## src/rvp_params.svh

```systemverilog
`ifndef RVP_PARAMS_SVH
`define RVP_PARAMS_SVH

// ====================
// datapath sizes
// ====================

// integer register and ALU width
`define RVP_XLEN 64

`define RVP_REG_ADDR_W 5 // enough to name every architectural register
`define RVP_NUM_REGS 32

// ====================
// configuration port
// ====================

`define RVP_CFG_W 32 // width of cfg_wdata, cfg_rdata and the forward counter

`endif

```

## src/rvp_pkg.sv

```systemverilog
`include "rvp_params.svh"

package rvp_pkg;

    // ====================
    // ALU operations
    // ====================

    typedef enum logic [2:0] {
        alu_add    = 3'd0,
        alu_sub    = 3'd1,
        alu_and    = 3'd2,
        alu_or     = 3'd3,
        alu_xor    = 3'd4,
        alu_sll    = 3'd5, // shift amount comes from the low 6 bits of b
        alu_srl    = 3'd6,
        alu_pass_b = 3'd7  // result is operand b unchanged
    } alu_op_e;

    // ====================
    // pipeline payloads
    // ====================

    typedef struct packed {
        alu_op_e                     op;
        logic                        use_imm; // b comes from imm instead of rs2
        logic [`RVP_REG_ADDR_W-1:0]  rd;
        logic [`RVP_REG_ADDR_W-1:0]  rs1;
        logic [`RVP_REG_ADDR_W-1:0]  rs2;
        logic [`RVP_XLEN-1:0]        imm;
    } issue_t;

    typedef struct packed {
        logic [`RVP_XLEN-1:0] a;
        logic [`RVP_XLEN-1:0] b;
    } operands_t;

    // valid is only set when the execute instruction really writes a register
    typedef struct packed {
        logic                        valid;
        logic [`RVP_REG_ADDR_W-1:0]  rd;
        logic [`RVP_XLEN-1:0]        result;
    } ex_fwd_t;

    typedef struct packed {
        logic [`RVP_REG_ADDR_W-1:0]  rd;
        logic [`RVP_XLEN-1:0]        result;
    } retire_t;

endpackage

```

## src/reg_file.sv

```systemverilog
`timescale 1ns/1ps
`include "rvp_params.svh"

module reg_file (
    input  logic                        clk,
    input  logic                        rst_n,
    input  logic [`RVP_REG_ADDR_W-1:0]  rs1,
    input  logic [`RVP_REG_ADDR_W-1:0]  rs2,
    input  rvp_pkg::ex_fwd_t            wr,
    output logic [`RVP_XLEN-1:0]        rs1_data,
    output logic [`RVP_XLEN-1:0]        rs2_data
);

    logic [`RVP_XLEN-1:0] regs [`RVP_NUM_REGS];

    // ====================
    // write port
    // ====================

    // x0 stays zero because execute never raises valid for rd 0
    always_ff @(posedge clk or negedge rst_n) begin
        if (!rst_n) begin
            for (int i = 0; i < `RVP_NUM_REGS; i++) begin
                regs[i] <= '0;
            end
        end else if (wr.valid) begin
            regs[wr.rd] <= wr.result;
        end
    end

    // ====================
    // read ports
    // ====================

    // a write in the same cycle is not visible here, the bypass covers that case
    always_comb begin
        rs1_data = regs[rs1];
        rs2_data = regs[rs2];
    end

endmodule

```

## config.mk

```make
export PLATFORM = sky130hd
export DESIGN_NAME = reg_file
export DESIGN_NICKNAME = d
export VERILOG_FILES = /design/src/rvp_pkg.sv /design/src/reg_file.sv
export VERILOG_INCLUDE_DIRS = /design/src
export SDC_FILE = /design/constraint.sdc
export NUM_CORES = 2
export LEC_CHECK = 0
export BUFFER_PORTS_ARGS = -buffer_cell sky130_fd_sc_hd__buf_4
export CORE_MARGIN = 2
export CORE_UTILIZATION = 45
export DETAILED_ROUTE_END_ITERATION = 7
export SLEW_MARGIN = 40
export SYNTH_ARGS = -nofsm -noshare
export SYNTH_HDL_FRONTEND = slang
export SYNTH_SLANG_ARGS = --single-unit
```

## constraint.sdc

```tcl
create_clock -name clk -period 4.4 [get_ports clk]
set_input_delay 0.44 -clock clk [delete_from_list [all_inputs] [get_ports clk]]
set_output_delay 0.44 -clock clk [all_outputs]
set_load 0.005 [all_outputs]
```

==> flow_summary.yaml <==
critical_path:
  cp-end-kind: "output port"
  crit_fanout: 30
  ff2ff_setup_slack_ns: 3.58
  max_stage_delay_ns: 0.58
  r2r.worst_path.cells: 1
  critPathTopFamily: "multiplexers"
  regToRegEndpoint: "regs[182]"
  cp.depth: 6
  critPathArrivalTime_ns: 2.99
  endpoint: "rs2_data[1]"
  cp_cell_sequence: "buf_8 -> buf_4 -> mux4_2 -> mux4_2 -> mux2_2 -> buf_4"
  start_kind: "primary input"
  worstSetupPathType: "primary input to output port"
  worstSetupStartpoint: "rs2[0]"
  cpMaxStageDelayCell: "mux4_2"
  r2r_start: "regs[182]"
  worstPathRequired_ns: 3.96
  critPathBufInv: 3
cts:
  cts_tree: "done"
  clk_pin_slew_ns: 0.06
  clk_latency_ns: 0.87
  cts_resized: 0
  cts_made_buffers: 223
  postCtsSetupRepairBufs: 0
  h-tree-depth: 4
  cts_sinks: 2048
  cts_root_buffer: "clkbuf_16"
  hold_buffers: 21
  clock_path_buffers: 3
timing:
  period_share_pct: 78.0
  final.setup.tns_ns: 0
  report.final.slew_viol_count: 0
  hold_viol: 0
  setup_viol: 0
  max_freq_ghz: 0.291
  hold_ws_ns: 0.0687
  relSlewSlack_pct: 38.5
  rsz0062_at_grt: "no"
  worst_slew_pin_slew_ns: 0.922
  min_period_ns: 3.43
  skew_ns: 0
final_layout:
  top_regs: "regs (2048)"
  instances_no_fill: 9920
  design_area_sq_mm: 0.122
  largest-register: "regs"
  nNetsFinal: 6629
  drive_gt1_share_pct: 59.9
  largest_register_ffs: 2048
  syn2layout_area_growth_pct: 13.0
routing:
  first_pass_iters: 5
  vias_per_cell: 6.57
  via_count: 65100
  wl_per_cell_um: 34.6
  drc: 0
  routed_wl_mm: 343
  ant_nets: 0
  drtIter0Drc: 5845
power:
  power_switching_w: 0.0150
  ir_worst_vdd_v: 0.000374
  sw_frac_of_total_pct: 26.5
  p_clk_share_pct: 34.3
  p_int_w: 0.0416
  seq_power_share_pct: 44.6
  combPwrFrac_pct: 21.0
  power_leakage_nw: 52.6
  power_w: 0.0566
  pwr_density_cell_mw_per_mm2: 462
job:
  max_cap_viol_count: 0
yosys:
  syn_area_sq_mm: 0.108
  synth_cells: 6528
  yosysSeqAreaShare_pct: 47.3
  synth_top_area_share_pct: 47.3
  yosys_warnings: 0
  avgSynthCellArea_sq_um: 16.6
  postSynth.asyncResetShare_pct: 100
  syn-num-nets: 6610
  synth_cell_types: 38
  yosysTopAreaCell: "dfrtp_1"
  yosys-top-cells-area: "dfrtp_1, mux4_2, mux2_2"
  yosysMostFrequentCell: "dfrtp_1"
  synth_edf_count: 0
  synth-seq-cells: 2048
  synthFlopType: "dfrtp_1"
  synth_top_cells_by_count: "dfrtp_1, mux2_2, mux4_2"
floorplanning:
  die-area_sq_mm: 0.245
  core-area_sq_mm: 0.240
  ios: 210
  die_height_um: 494
  rows: 180
  die_w_um: 494
  initial_utilization_pct: 45.1
global_route:
  grt_overflow: 0
  grt_max_degree: 152
  grt_pass1_vias: 68300
  track_usage_pct: 28.2
  antenna_found_initial: 12
  grt_pass1_wl_mm: 500
hold_path:
  hold_class: "primary input to flop"
status:
  status: "complete, no violations"
place:
  portBuffers: 209
  gp_congestion: 0.798
  hpwlAfterDp_mm: 192
  dp.cells: 9482
  place_area_sq_mm: 0.115
==> cell families after synthesis <==
kind of cell | count (synthesis) | share of synthesized area, %
DFF | 2048 | 47.3
buffers and inverters | 715 | 2.88
AOI/OAI and AO/OA | 152 | 1.04
muxes | 3502 | 48.3
and+or+nand+nor | 111 | 0.481
==> per-stage QoR <==
stage / setup WS [ns] / util [%]
after CTS: 0.915 / 51.0
after detailed placement: 0.921 / 47.7
after global routing: 0.890 / 51.0
final: 0.968 / 51.0
after floorplan: 1.59 / -
after global placement: 0.901 / 47.7
==> metal layers <==
metal	track usage [%]	up-vias	wire, um
met1	40.9	36500	150000
met4	8.05	18	9870
li1	-	25800	-
met3	4.85	570	21800
met5	0	-	101
met2	43.9	2263	161000
==> cell usage in the layout, fill, tap and decap left out, types with 4 or more instances in the layout <==
master	n
mux4_2	1154
a221o_1	10
clkinv_2	53
dfrtp_1	2048
a32o_1	7
a221oi_1	42
buf_12	102
clkinvlp_4	4
nand2_1	33
clkbuf_8	55
nor2b_1	4
nand3b_1	4
mux2_1	220
nand2_8	7
dlygate4sd3_1	21
clkbuf_1	48
buf_8	6
nand2_4	9
nor2_4	18
bufinv_16	18
o22ai_1	41
buf_6	7
a211oi_1	6
and3_1	4
a22o_1	8
mux2_2	1983
buf_16	4
nor2_1	10
clkbuf_16	230
a21oi_1	22
mux2i_1	145
buf_4	361
o21ai_0	7
==> how the worst min path moves through the flow <==
| stage | start | to | cells after the start |
|---|---|---|---|
| floorplan | rst_n | regs[0] | 0 |
| global placement | rst_n | regs[249] | 1 |
| detailed placement | rst_n | regs[249] | 1 |
| CTS | wr[54] | regs[438] | 2 |
| global route | wr[23] | regs[1175] | 2 |
| finish | wr[24] | regs[1176] | 2 |
==> power groups by stage <==
stage | clock network [W] | registers [W] | logic, W
4_1_cts | 0.0198 | 0.0251 | 0.0120
3_5_place_dp | 0 | 0.0254 | 0.0120
2_1_floorplan | 0 | 0.0245 | 0.00891
3_3_place_gp | 0 | 0.0252 | 0.0117
6_report | 0.0194 | 0.0252 | 0.0119
5_1_grt | 0.0206 | 0.0257 | 0.0127
==> layout make-up <==
| cell class | instances | area (sq um) |
|---|---|---|
| sequential | 2048 | 51200 |
| fill | 19800 | 118000 |
| antenna | 2 | 5.00 |
| timing repair buffer | 507 | 5290 |
| multi-input combinational | 3765 | 54200 |
| clock buffer | 331 | 6670 |
| inverter | 2 | 12.5 |
| clock inverter | 80 | 898 |
| tap | 3185 | 3990 |
Power figures use the tool's default switching activity.
