<file path="config.mk">
export PLATFORM = sky130hd
export DESIGN_NAME = pipe_cfg
export DESIGN_NICKNAME = d
export VERILOG_FILES = /design/src/pipe_cfg.sv
export VERILOG_INCLUDE_DIRS = /design/src
export SDC_FILE = /design/constraint.sdc
export NUM_CORES = 1
export LEC_CHECK = 0
export BUFFER_PORTS_ARGS = -buffer_cell sky130_fd_sc_hd__buf_2
export CAP_MARGIN = 5
export CORE_UTILIZATION = 44
export DETAILED_ROUTE_END_ITERATION = 6
export PLACE_DENSITY = 0.76
export SLEW_MARGIN = 20
export SYNTH_ARGS = -nofsm -noshare
export SYNTH_HDL_FRONTEND = slang
export SYNTH_SLANG_ARGS = --single-unit
export TNS_END_PERCENT = 50
</file>
<file path="constraint.sdc">
create_clock -name clk -period 2.6 [get_ports clk]
set_clock_uncertainty 0.15 [all_clocks]
set_input_delay 0.39 -clock clk [delete_from_list [all_inputs] [get_ports clk]]
set_output_delay 0.39 -clock clk [all_outputs]
set_load 0.01 [all_outputs]
</file>
<file path="src/rvp_params.svh">
`ifndef RVP_PARAMS_SVH
`define RVP_PARAMS_SVH

// ====================
// datapath sizes
// ====================

// integer register and ALU width
`define RVP_XLEN 64

`define RVP_REG_ADDR_W 5 // enough to name every architectural register
`define RVP_NUM_REGS 32

// ====================
// configuration port
// ====================

`define RVP_CFG_W 32 // width of cfg_wdata, cfg_rdata and the forward counter

`endif

</file>
<file path="src/pipe_cfg.sv">
`timescale 1ns/1ps
`include "rvp_params.svh"

module pipe_cfg (
    input  logic                   clk,
    input  logic                   rst_n,
    input  logic                   cfg_we,
    input  logic                   cfg_addr,
    input  logic [`RVP_CFG_W-1:0]  cfg_wdata,
    output logic [`RVP_CFG_W-1:0]  cfg_rdata,
    input  logic [1:0]             fwd_hits,
    output logic                   bypass_en
);

    logic [`RVP_CFG_W-1:0] fwd_cnt;
    logic [1:0]            hit_sum;

    assign hit_sum = {1'b0, fwd_hits[0]} + {1'b0, fwd_hits[1]};

    // ====================
    // registers
    // ====================

    always_ff @(posedge clk or negedge rst_n) begin
        if (!rst_n) begin
            bypass_en <= 1'b1; // forwarding is on out of reset
        end else if (cfg_we && !cfg_addr) begin
            bypass_en <= cfg_wdata[0];
        end
    end

    // any write to address 1 clears, and wins over this cycle's hits
    always_ff @(posedge clk or negedge rst_n) begin
        if (!rst_n) begin
            fwd_cnt <= '0;
        end else if (cfg_we && cfg_addr) begin
            fwd_cnt <= '0;
        end else begin
            fwd_cnt <= fwd_cnt + {{(`RVP_CFG_W-2){1'b0}}, hit_sum}; // wraps, no saturation
        end
    end

    // read mux
    assign cfg_rdata = cfg_addr ? fwd_cnt : {{(`RVP_CFG_W-1){1'b0}}, bypass_en};

endmodule

</file>
==> results.md <==
- After detailed routing, the number of vias per cell comes to 5.58.
- Clock tree synthesis inserted a total of 5 buffers.
- The reg-to-reg setup timing slack is 0.15 ns.
- Leaving out filler cells and counting taps, the final layout contains 306.
- Measured along the x axis, the die boundary spans 68.3 µm.
- The run finished with clean final reports.
- In the global route stage, overall resource usage came out at 20.1%.
- The adder-cell area share of the yosys netlist is 1.68%.
- The tightest slew margin relative to the limit is 51.2%.
- The area of the die is 4660 µm².
- The number of antenna repair diodes is 0.
- In the final layout, the multi-input gates occupy 1040 µm².
- In this run, synthesis produced a sequential element count of 33.
- The I/O pin total is 71.
- Setup violations remaining at the end of the flow were counted as 0.
- Counting flops with an async set or reset pin after synthesis yields a share of 100%.
- The classification of the worst-slack hold path is input pin to async pin.
- The number of global-route vias before repair is 1505.
- Setup repair after global routing left no endpoint under its margin.
- The startpoint of the worst setup timing path is fwd_cnt[0]$_DFF_PN0_.
- The area of placed instances is 2190 µm².
- The tree is rooted in a clkbuf_8.
- Entering global routing, the biggest net connects 36 pins.
- The clock tree buffer depth is 2.
- The first routing iteration left 130 violations.
- In the post-synthesis netlist, the cell with the most instances is and2_1.
- The maximum fanout along the worst path is 4.
- The worst flop-to-flop path startpoint is fwd_cnt[0]$_DFF_PN0_.
- The worst reg2reg path depth is 6.
- Cells fill 55.8% of the core in the end.
- The total length of routed wires is 4280 µm.
- The row count is 23.
- After synthesis, flip-flops and latches occupy 42.8% of the total area.
- The maximum clock rate is 0.409 GHz.
- The synthesized-area fraction occupied by xor and xnor cells is 4.53%.
- By area, the combinational part of the netlist is dominated by simple AND/OR/NAND/NOR gates.
- Counting tap cells, the placed design contains a total of 298 instances.
- In the final timing run, aggregate negative setup slack is 0 ns.
- Multiplexer cells account for 1.17% of the synthesized area.
- The via count is 1709.
- The count of distinct cell types in the synthesized netlist is 33.
- The per-cell routed wire length is 14.0 µm.
- With fillers left out, the area of the finished cells amounts to 2290 µm².
- Buffers placed on the I/O ports in this run total 39.
- The HPWL reported at the end of detailed placement is 2930 µm.
- Buffers added to address setup during post-CTS repair amount to 0.
- The measured slew at the worst slew-check pin is 0.731 ns.
- The share of layout cells above drive strength 1 is 24.2%.
- After technology mapping, the gate count stands at 213.
- The initial core utilization is 46.9%.
- Power comes to 1.16 mW.
- The max-slew violation count came to 0.
- The number of nets handed over by synthesis was 253.
- The count of final hold-check violations was 0.
- For this design, the sink count on the clock tree is 33.
- At the end of routability-driven placement, the weighted congestion stood at 0.749.
- The clock-pin slew on the worst setup and hold paths is 0.07 ns.
- The max-cap check violation count is 0.
- During synthesis, Yosys emitted a total of 0 warnings.
- The die height is 68.3 µm.
- The post-route DRC violation count is 0.
- After clock tree synthesis, the flow added hold-fix buffers numbering 0.
- The largest total area in the synthesized netlist belongs to dfrtp_1.
- In this run the power density over the cells is 504 nW/µm².
- The level count of the clock H-tree is 2.
- The endpoint class of the critical path is a flip-flop.
- The fill cell total of the finished layout is 387.
- The final layout contains 295 nets.
- The clock tree from TritonCTS is done.
- The synthesized design devotes to its leading area cell type 41.5% of total area.
- At the worst endpoint, the required time is 2.67 ns.
- Yosys attributes the largest share of cell area to dfrtp_1 (41%), and2_1 (11%), a21oi_1 (4.7%), o31ai_1 (4.7%), or4_1 (4.7%).
- Compared with the post-synthesis result, the final layout area differs by 18.8%.
- At the worst endpoint, the arrival time is 2.52 ns.
- Of the available clock period, the critical path in the final layout requires 94.1%.
- In the synthesized netlist, the cells that appear most often are and2_1 (34), dfrtp_1 (32), a21oi_1 (18), nor2_1 (13).
- In this run the standard cell core region covers 4120 µm².
- The number of antenna violations at the first check in global routing was 0.
- The wire length of the first global-routing pass is 6820 µm.
- The most instantiated flip-flop cell in the synthesis netlist is dfrtp_1.
- The number of enable flip-flop cells after synthesis is 0.
- Across the whole layout, storage elements account for 827 µm².
- Clock latency on the worst-skew pair, taken at its later pin, is 0.29 ns.
- The worst register-to-register path ends at fwd_cnt[30]$_DFF_PN0_.
- A synthesized cell averages 9.07 µm².
- The classification of the worst setup path is flip-flop to flip-flop.
- The first detailed-routing pass took 4 iterations.
- The shortest clock period the worst path allows after layout is 2.45 ns.
- The synthesized netlist devotes 33.7% of its cell area to simple gates.
- The area fraction in compound gates after synthesis is 12.6%.
- The number of instances resized during post-cts repair is 0.
- The global route total overflow is 0.
- The post-synthesis cell area is 1930 µm².
- The worst setup path is launched from a flip-flop.
- The static power due to leakage is 1.04 nW.
- The post-route antenna net violation count is 0.
- IR analysis of the VDD net gives a maximum drop of 349 µV.
## flip-flops by register name, indices dropped and copies added (netlist names)
register	count
bypass_en	1
fwd_cnt	32
## cell families (layout without fill, tap and decap cells)
| family | after synthesis | in the layout |
|---|---|---|
| compound gates | 40 | 40 |
| buf+inv | 16 | 59 |
| simple gates | 110 | 110 |
| flops | 33 | 33 |
| xor+xnor | 10 | 10 |
| fa+ha+maj | 2 | 2 |
| mux | 2 | 2 |
## routing by layer
layer  vias up  part of all wire (%)  track usage (%)
met4         0                   1.4             8.85
met1       806                    46             25.3
met3         7                   3.7             4.00
met2        40                    49             33.2
met5         -                     0                0
li1        856                     -                -
## area by class of cell
cell class | instances | share of cell area, %
clock inverter | 1 | 0.218
sequential | 33 | 36.0
clock buffer | 7 | 4.20
multi-input combinational | 164 | 45.2
tap | 50 | 2.73
inverter | 5 | 0.818
timing repair buffer | 46 | 10.8
## worst max-delay path by stage
stage,end,slack (ns),cells past startpoint
6_report,fwd_cnt[30]$_DFF_PN0_,0.15,6
5_1_grt,fwd_cnt[30]$_DFF_PN0_,0.06,6
4_1_cts,fwd_cnt[30]$_DFF_PN0_,0.13,6
3_5_place_dp,fwd_cnt[30]$_DFF_PN0_,0.02,7
3_3_place_gp,fwd_cnt[30]$_DFF_PN0_,0.07,7
2_1_floorplan,fwd_cnt[28]$_DFF_PN0_,0.10,6
## power by group
part | leakage (nW) | switching [mW] | internal [mW]
clock | 0.0542 | 0.186 | 0.239
combinational | 0.537 | 0.0795 | 0.0695
sequential | 0.453 | 0.0384 | 0.545
total | 1.04 | 0.304 | 0.853
## placed cells by master (no fill, tap or decap), types with 7 or more instances in the layout
cell type,synthesis,final
buf_2,0,39
and2_1,34,34
dfrtp_1,32,32
a21oi_1,18,18
nor2_1,13,13
nand2_1,12,12
o31ai_1,12,12
or4_1,12,12
nand3_1,10,10
xnor2_1,7,7
clkbuf_8,0,7
buf_4,0,7
## worst max-delay path: stages, from the launching register on
cell	delay (ns)
dfrtp_1	0.36
fa_1	0.22
ha_1	0.18
nand4_1	0.16
or4b_2	0.75
or4_1	0.42
a21oi_1	0.15
## metrics by stage
stage | setup WS (ns) | hold WS [ns]
final | 0.153 | 0.00364
after global routing | 0.0635 | 0.0648
after CTS | 0.127 | 0.0362
after detailed placement | 0.0211 | 0.345
after global placement | 0.0661 | 0.345
after floorplan | 0.103 | -0.0556
Power figures use the tool's default switching activity.
