[src/rvp_params.svh]
`ifndef RVP_PARAMS_SVH
`define RVP_PARAMS_SVH

// ====================
// datapath sizes
// ====================

// integer register and ALU width
`define RVP_XLEN 64

`define RVP_REG_ADDR_W 5 // enough to name every architectural register
`define RVP_NUM_REGS 32

// ====================
// configuration port
// ====================

`define RVP_CFG_W 32 // width of cfg_wdata, cfg_rdata and the forward counter

`endif

[src/rvp_pkg.sv]
`include "rvp_params.svh"

package rvp_pkg;

    // ====================
    // ALU operations
    // ====================

    typedef enum logic [2:0] {
        alu_add    = 3'd0,
        alu_sub    = 3'd1,
        alu_and    = 3'd2,
        alu_or     = 3'd3,
        alu_xor    = 3'd4,
        alu_sll    = 3'd5, // shift amount comes from the low 6 bits of b
        alu_srl    = 3'd6,
        alu_pass_b = 3'd7  // result is operand b unchanged
    } alu_op_e;

    // ====================
    // pipeline payloads
    // ====================

    typedef struct packed {
        alu_op_e                     op;
        logic                        use_imm; // b comes from imm instead of rs2
        logic [`RVP_REG_ADDR_W-1:0]  rd;
        logic [`RVP_REG_ADDR_W-1:0]  rs1;
        logic [`RVP_REG_ADDR_W-1:0]  rs2;
        logic [`RVP_XLEN-1:0]        imm;
    } issue_t;

    typedef struct packed {
        logic [`RVP_XLEN-1:0] a;
        logic [`RVP_XLEN-1:0] b;
    } operands_t;

    // valid is only set when the execute instruction really writes a register
    typedef struct packed {
        logic                        valid;
        logic [`RVP_REG_ADDR_W-1:0]  rd;
        logic [`RVP_XLEN-1:0]        result;
    } ex_fwd_t;

    typedef struct packed {
        logic [`RVP_REG_ADDR_W-1:0]  rd;
        logic [`RVP_XLEN-1:0]        result;
    } retire_t;

endpackage

[src/operand_bypass.sv]
`timescale 1ns/1ps
`include "rvp_params.svh"

module operand_bypass (
    input  logic                   clk,
    input  logic                   rst_n,
    input  logic                   bypass_en,
    input  logic                   issue_valid,
    input  rvp_pkg::issue_t        issue,
    input  logic [`RVP_XLEN-1:0]   rs1_data,
    input  logic [`RVP_XLEN-1:0]   rs2_data,
    input  rvp_pkg::ex_fwd_t       ex_fwd,
    output logic                   op_valid,
    output rvp_pkg::issue_t        op_instr,
    output rvp_pkg::operands_t     operands,
    output logic [1:0]             fwd_hits
);

    logic               hit_a;
    logic               hit_b;
    rvp_pkg::operands_t opnd_next;

    // ====================
    // source selection
    // ====================

    always_comb begin
        hit_a = bypass_en && ex_fwd.valid && (issue.rs1 == ex_fwd.rd);
        // an immediate b never counts as a forward
        hit_b = bypass_en && ex_fwd.valid && !issue.use_imm && (issue.rs2 == ex_fwd.rd);

        opnd_next.a = hit_a ? ex_fwd.result : rs1_data;

        if (issue.use_imm) begin
            opnd_next.b = issue.imm;
        end else if (hit_b) begin
            opnd_next.b = ex_fwd.result;
        end else begin
            opnd_next.b = rs2_data; // with bypass off this is stale on a hazard
        end
    end

    // ====================
    // capture registers
    // ====================

    always_ff @(posedge clk or negedge rst_n) begin
        if (!rst_n) begin
            op_valid <= 1'b0;
            fwd_hits <= 2'b00;
        end else begin
            op_valid <= issue_valid;
            fwd_hits <= {hit_b, hit_a} & {2{issue_valid}}; // one pulse per forwarded operand
        end
    end

    // payload only matters while op_valid is high
    always_ff @(posedge clk) begin
        if (issue_valid) begin
            op_instr <= issue;
            operands <= opnd_next;
        end
    end

endmodule

[config.mk]
export PLATFORM = sky130hd
export DESIGN_NAME = operand_bypass
export DESIGN_NICKNAME = d
export VERILOG_FILES = /design/src/rvp_pkg.sv /design/src/operand_bypass.sv
export VERILOG_INCLUDE_DIRS = /design/src
export SDC_FILE = /design/constraint.sdc
export NUM_CORES = 1
export LEC_CHECK = 0
export ABC_CLOCK_PERIOD_IN_PS = 800
export BUFFER_PORTS_ARGS = -buffer_cell sky130_fd_sc_hd__buf_2
export CORE_AREA = 5 5 193 195
export CTS_CLUSTER_SIZE = 8
export DETAILED_ROUTE_END_ITERATION = 16
export DIE_AREA = 0 0 198 200
export GPL_ROUTABILITY_DRIVEN = 0
export GPL_TIMING_DRIVEN = 0
export PLACE_DENSITY_LB_ADDON = 0.08
export SYNTH_ARGS = -nofsm -noshare
export SYNTH_HDL_FRONTEND = slang
export SYNTH_SLANG_ARGS = --single-unit
[constraint.sdc]
create_clock -name clk -period 0.8 [get_ports clk]
set_input_delay 0.12 -clock clk [delete_from_list [all_inputs] [get_ports clk]]
set_output_delay 0.12 -clock clk [all_outputs]
set_load 0.02 [all_outputs]
==> reports/qor.txt <==
via density per instance: 4.263
CP required: 1.12 ns
max_slew headroom: 0.6230
die width: 198 um
Starting DRT DRC Count: 238
syn_nets: 739
Synth Register Bits: 214
Slowest Stage Delay on Critical Path: 0.39 ns
number of nets in the layout: 1579
clk sink count: 214
library cells used by synthesis: 18
Pre-Repair DR Iteration Count: 4
min Tclk post-route: 1.274 ns
Tot Pwr: 31.96 mW
Initial Utilization: 0.2461
CP Cell Sequence: buf_8 -> xnor2_2 -> nand4_1 -> or3_4 -> buf_12 -> clkbuf_16 -> mux2_4
CTS tree: yes
row count: 69
worst slew pin tran: 0.5655 ns
crit share post-route: 1.592
failing checks: negative hold slack, negative setup slack
Buffers on Ports: 498
startpoint types: input pin
top cell type's share of synthesized area: 0.7311
Worst Min Path Start: rs2_data[8]
CTS Buffer Depth: 3
Root Driver: clkbuf_16
Max VDD drop: 1.522 mV
die height: 200 um
Fin Hold WS: -0.07034 ns
area of the die: 39600 um2
syn_area_per_cell: 19.09 um2
synth top area cells: edfxtp_1 73%, mux2_4 8.5%, a221o_1 7.4%, and2_1 4.7%, mux2_2 1.9%
H-tree Lvls: 1
Via Count: 7558
DR WL/cell: 21.07 um
pwr dens: 1823 nW/um2
CP Class: input pin to flip-flop
Seq/Total Area, Yosys: 0.7397
Hold Path Depth: 2
total track usage: 0.1719
Post-Syn Area: 8667 um2
layout cells sized above 1: 0.5050
Buffers & Inverters on Critical Path: 3
ANT nets after route: 0
DRC Markers: 0
Final setup viols: 344
Clock transition at path regs: 0.05 ns
max-slew violations: 0
final-report hold violation count: 3
Routed Wire Length: 37.36 mm
fmax: 785.0 MHz
initial antenna violation count: 9
WP data arrival: 1.59 ns
leading area contributor after synthesis: edfxtp_1
GRT overflow: 0
status: finished with violations
RSZ-0062 raised after global routing: yes
Area growth, synth to finish: 102.3%
first-pass GRT wire length: 51.38 mm
CP delay by family, top: simple AND/OR/NAND/NOR gates
core region area: 35220 um2
Hold EP: operands[8]$_DFFE_PP_
Hold Crit Class: input pin to flip-flop
Crit Path Max Fanout: 9
CP endpoint kind: flip-flop
synth warn: 0
Final HPWL DP: 25.08 mm
Ports: 499
setup ws final: -0.4740 ns
number of max-cap violations: 0
Crit-path slowest cell: or3_4
largest net degree at the start of global routing: 112
cell count after synthesis: 454
Pleak: 7.563 nW
Num CTS Buffers: 30
Final Util: 0.4979
vias in the first global route: 8339
==> final cells by class <==
class / instances / area [um2]
Sequential cell: 214 / 6411
Fill cell: 3115 / 17690
Clock inverter: 1 / 16.27
Timing Repair Buffer: 809 / 7124
Multi-Input combinational cell: 210 / 2165
Inverter: 2 / 7.507
Clock buffer: 44 / 813.3
Tap cell: 461 / 576.8
Buffer: 27 / 410.4
Antenna cell: 5 / 12.51
==> cell usage after synthesis <==
cell type	number
a221o_1	64
and2_1	65
buf_2	14
buf_6	6
clkbuf_1	8
dfrtp_1	3
edfxtp_1	211
inv_1	2
mux2_2	15
mux2_4	49
nand2_1	1
nand4_1	2
nor2_1	1
nor4_1	1
o31a_1	1
or3_1	1
xnor2_1	8
xor2_1	2
==> state kept, by name (all words and copies together) (netlist names) <==
signal    cells
fwd_hits      2
op_valid      1
op_instr     83
operands    128
==> cells in the final DEF (no fill, tap or decap) <==
cell type	n
a221o_1	64
and2_1	65
buf_12	23
buf_16	11
buf_2	317
buf_4	7
buf_6	180
buf_8	6
clkbuf_1	19
clkbuf_16	39
clkbuf_2	1
clkbuf_8	1
clkinv_8	1
dfrtp_1	3
diode_2	5
dlygate4sd3_1	276
edfxtp_1	211
inv_1	2
mux2_2	14
mux2_4	50
nand2_1	1
nand4_1	2
nor2_1	1
nor4_4	1
o31a_1	1
or3_4	1
xnor2_2	8
xor2_1	2
==> repair_timing <==
item                                   4_1_cts  5_1_grt
endpoints found under the hold margin      214        3
buffers inserted                             8        8
pin swaps                                    8       28
setup endpoints to repair                  448      448
gates resized for setup                    263      187
hold buffers                               275        1
cloned                                      10       10
==> how the worst max path moves through the flow <==
stage                     slack [ns]                   start  cells after the start                 endpoint
after CTS                      -0.47  op_instr[43]$_DFFE_PP_                      1             op_instr[43]
final                          -0.47              ex_fwd[64]                      7  operands[100]$_DFFE_PP_
after global routing           -0.50               issue[67]                      8   operands[46]$_DFFE_PP_
after detailed placement       -1.09               issue[79]                      5   operands[43]$_DFFE_PP_
after floorplan                -0.71               issue[73]                      6  operands[100]$_DFFE_PP_
after global placement         -3.68             issue_valid                      1   op_instr[47]$_DFFE_PP_
==> layer usage <==
metal | share of wire | global-route usage
met1 | 0.37 | 0.1904
met2 | 0.52 | 0.3140
met3 | 0.097 | 0.06898
met4 | 0.017 | 0.03443
met5 | 0.00091 | 0
==> stage by stage <==
step / cells / cell area [um2] / setup slack [ns] / setup TNS, ns
after detailed placement: 1414 / 11890 / -1.095 / -275.85
after floorplan: 454 / 8786 / -0.7118 / -86.23
final: 1773 / 17540 / -0.4740 / -138.17
after global placement: 1413 / 11860 / -3.676 / -913.04
after global routing: 1772 / 17530 / -0.4993 / -151.42
after CTS: 1752 / 16660 / -0.4719 / -175.42
==> kinds of logic after synthesis <==
kind of cell | synth area share
XOR/XNOR | 0.01011
AO/OA/AOI/OAI | 0.07492
multiplexers | 0.1044
AND/OR/NAND/NOR | 0.05067
buffers and inverters | 0.02021
flip-flops | 0.7397
==> power by group <==
part | internal [mW] | switching (mW) | leakage, nW
logic | 3.64 | 2.91 | 5.06
clock network | 6.88 | 4.74 | 0.399
registers | 13.4 | 0.373 | 2.10
No activity file was read; power rests on OpenSTA's default activity.
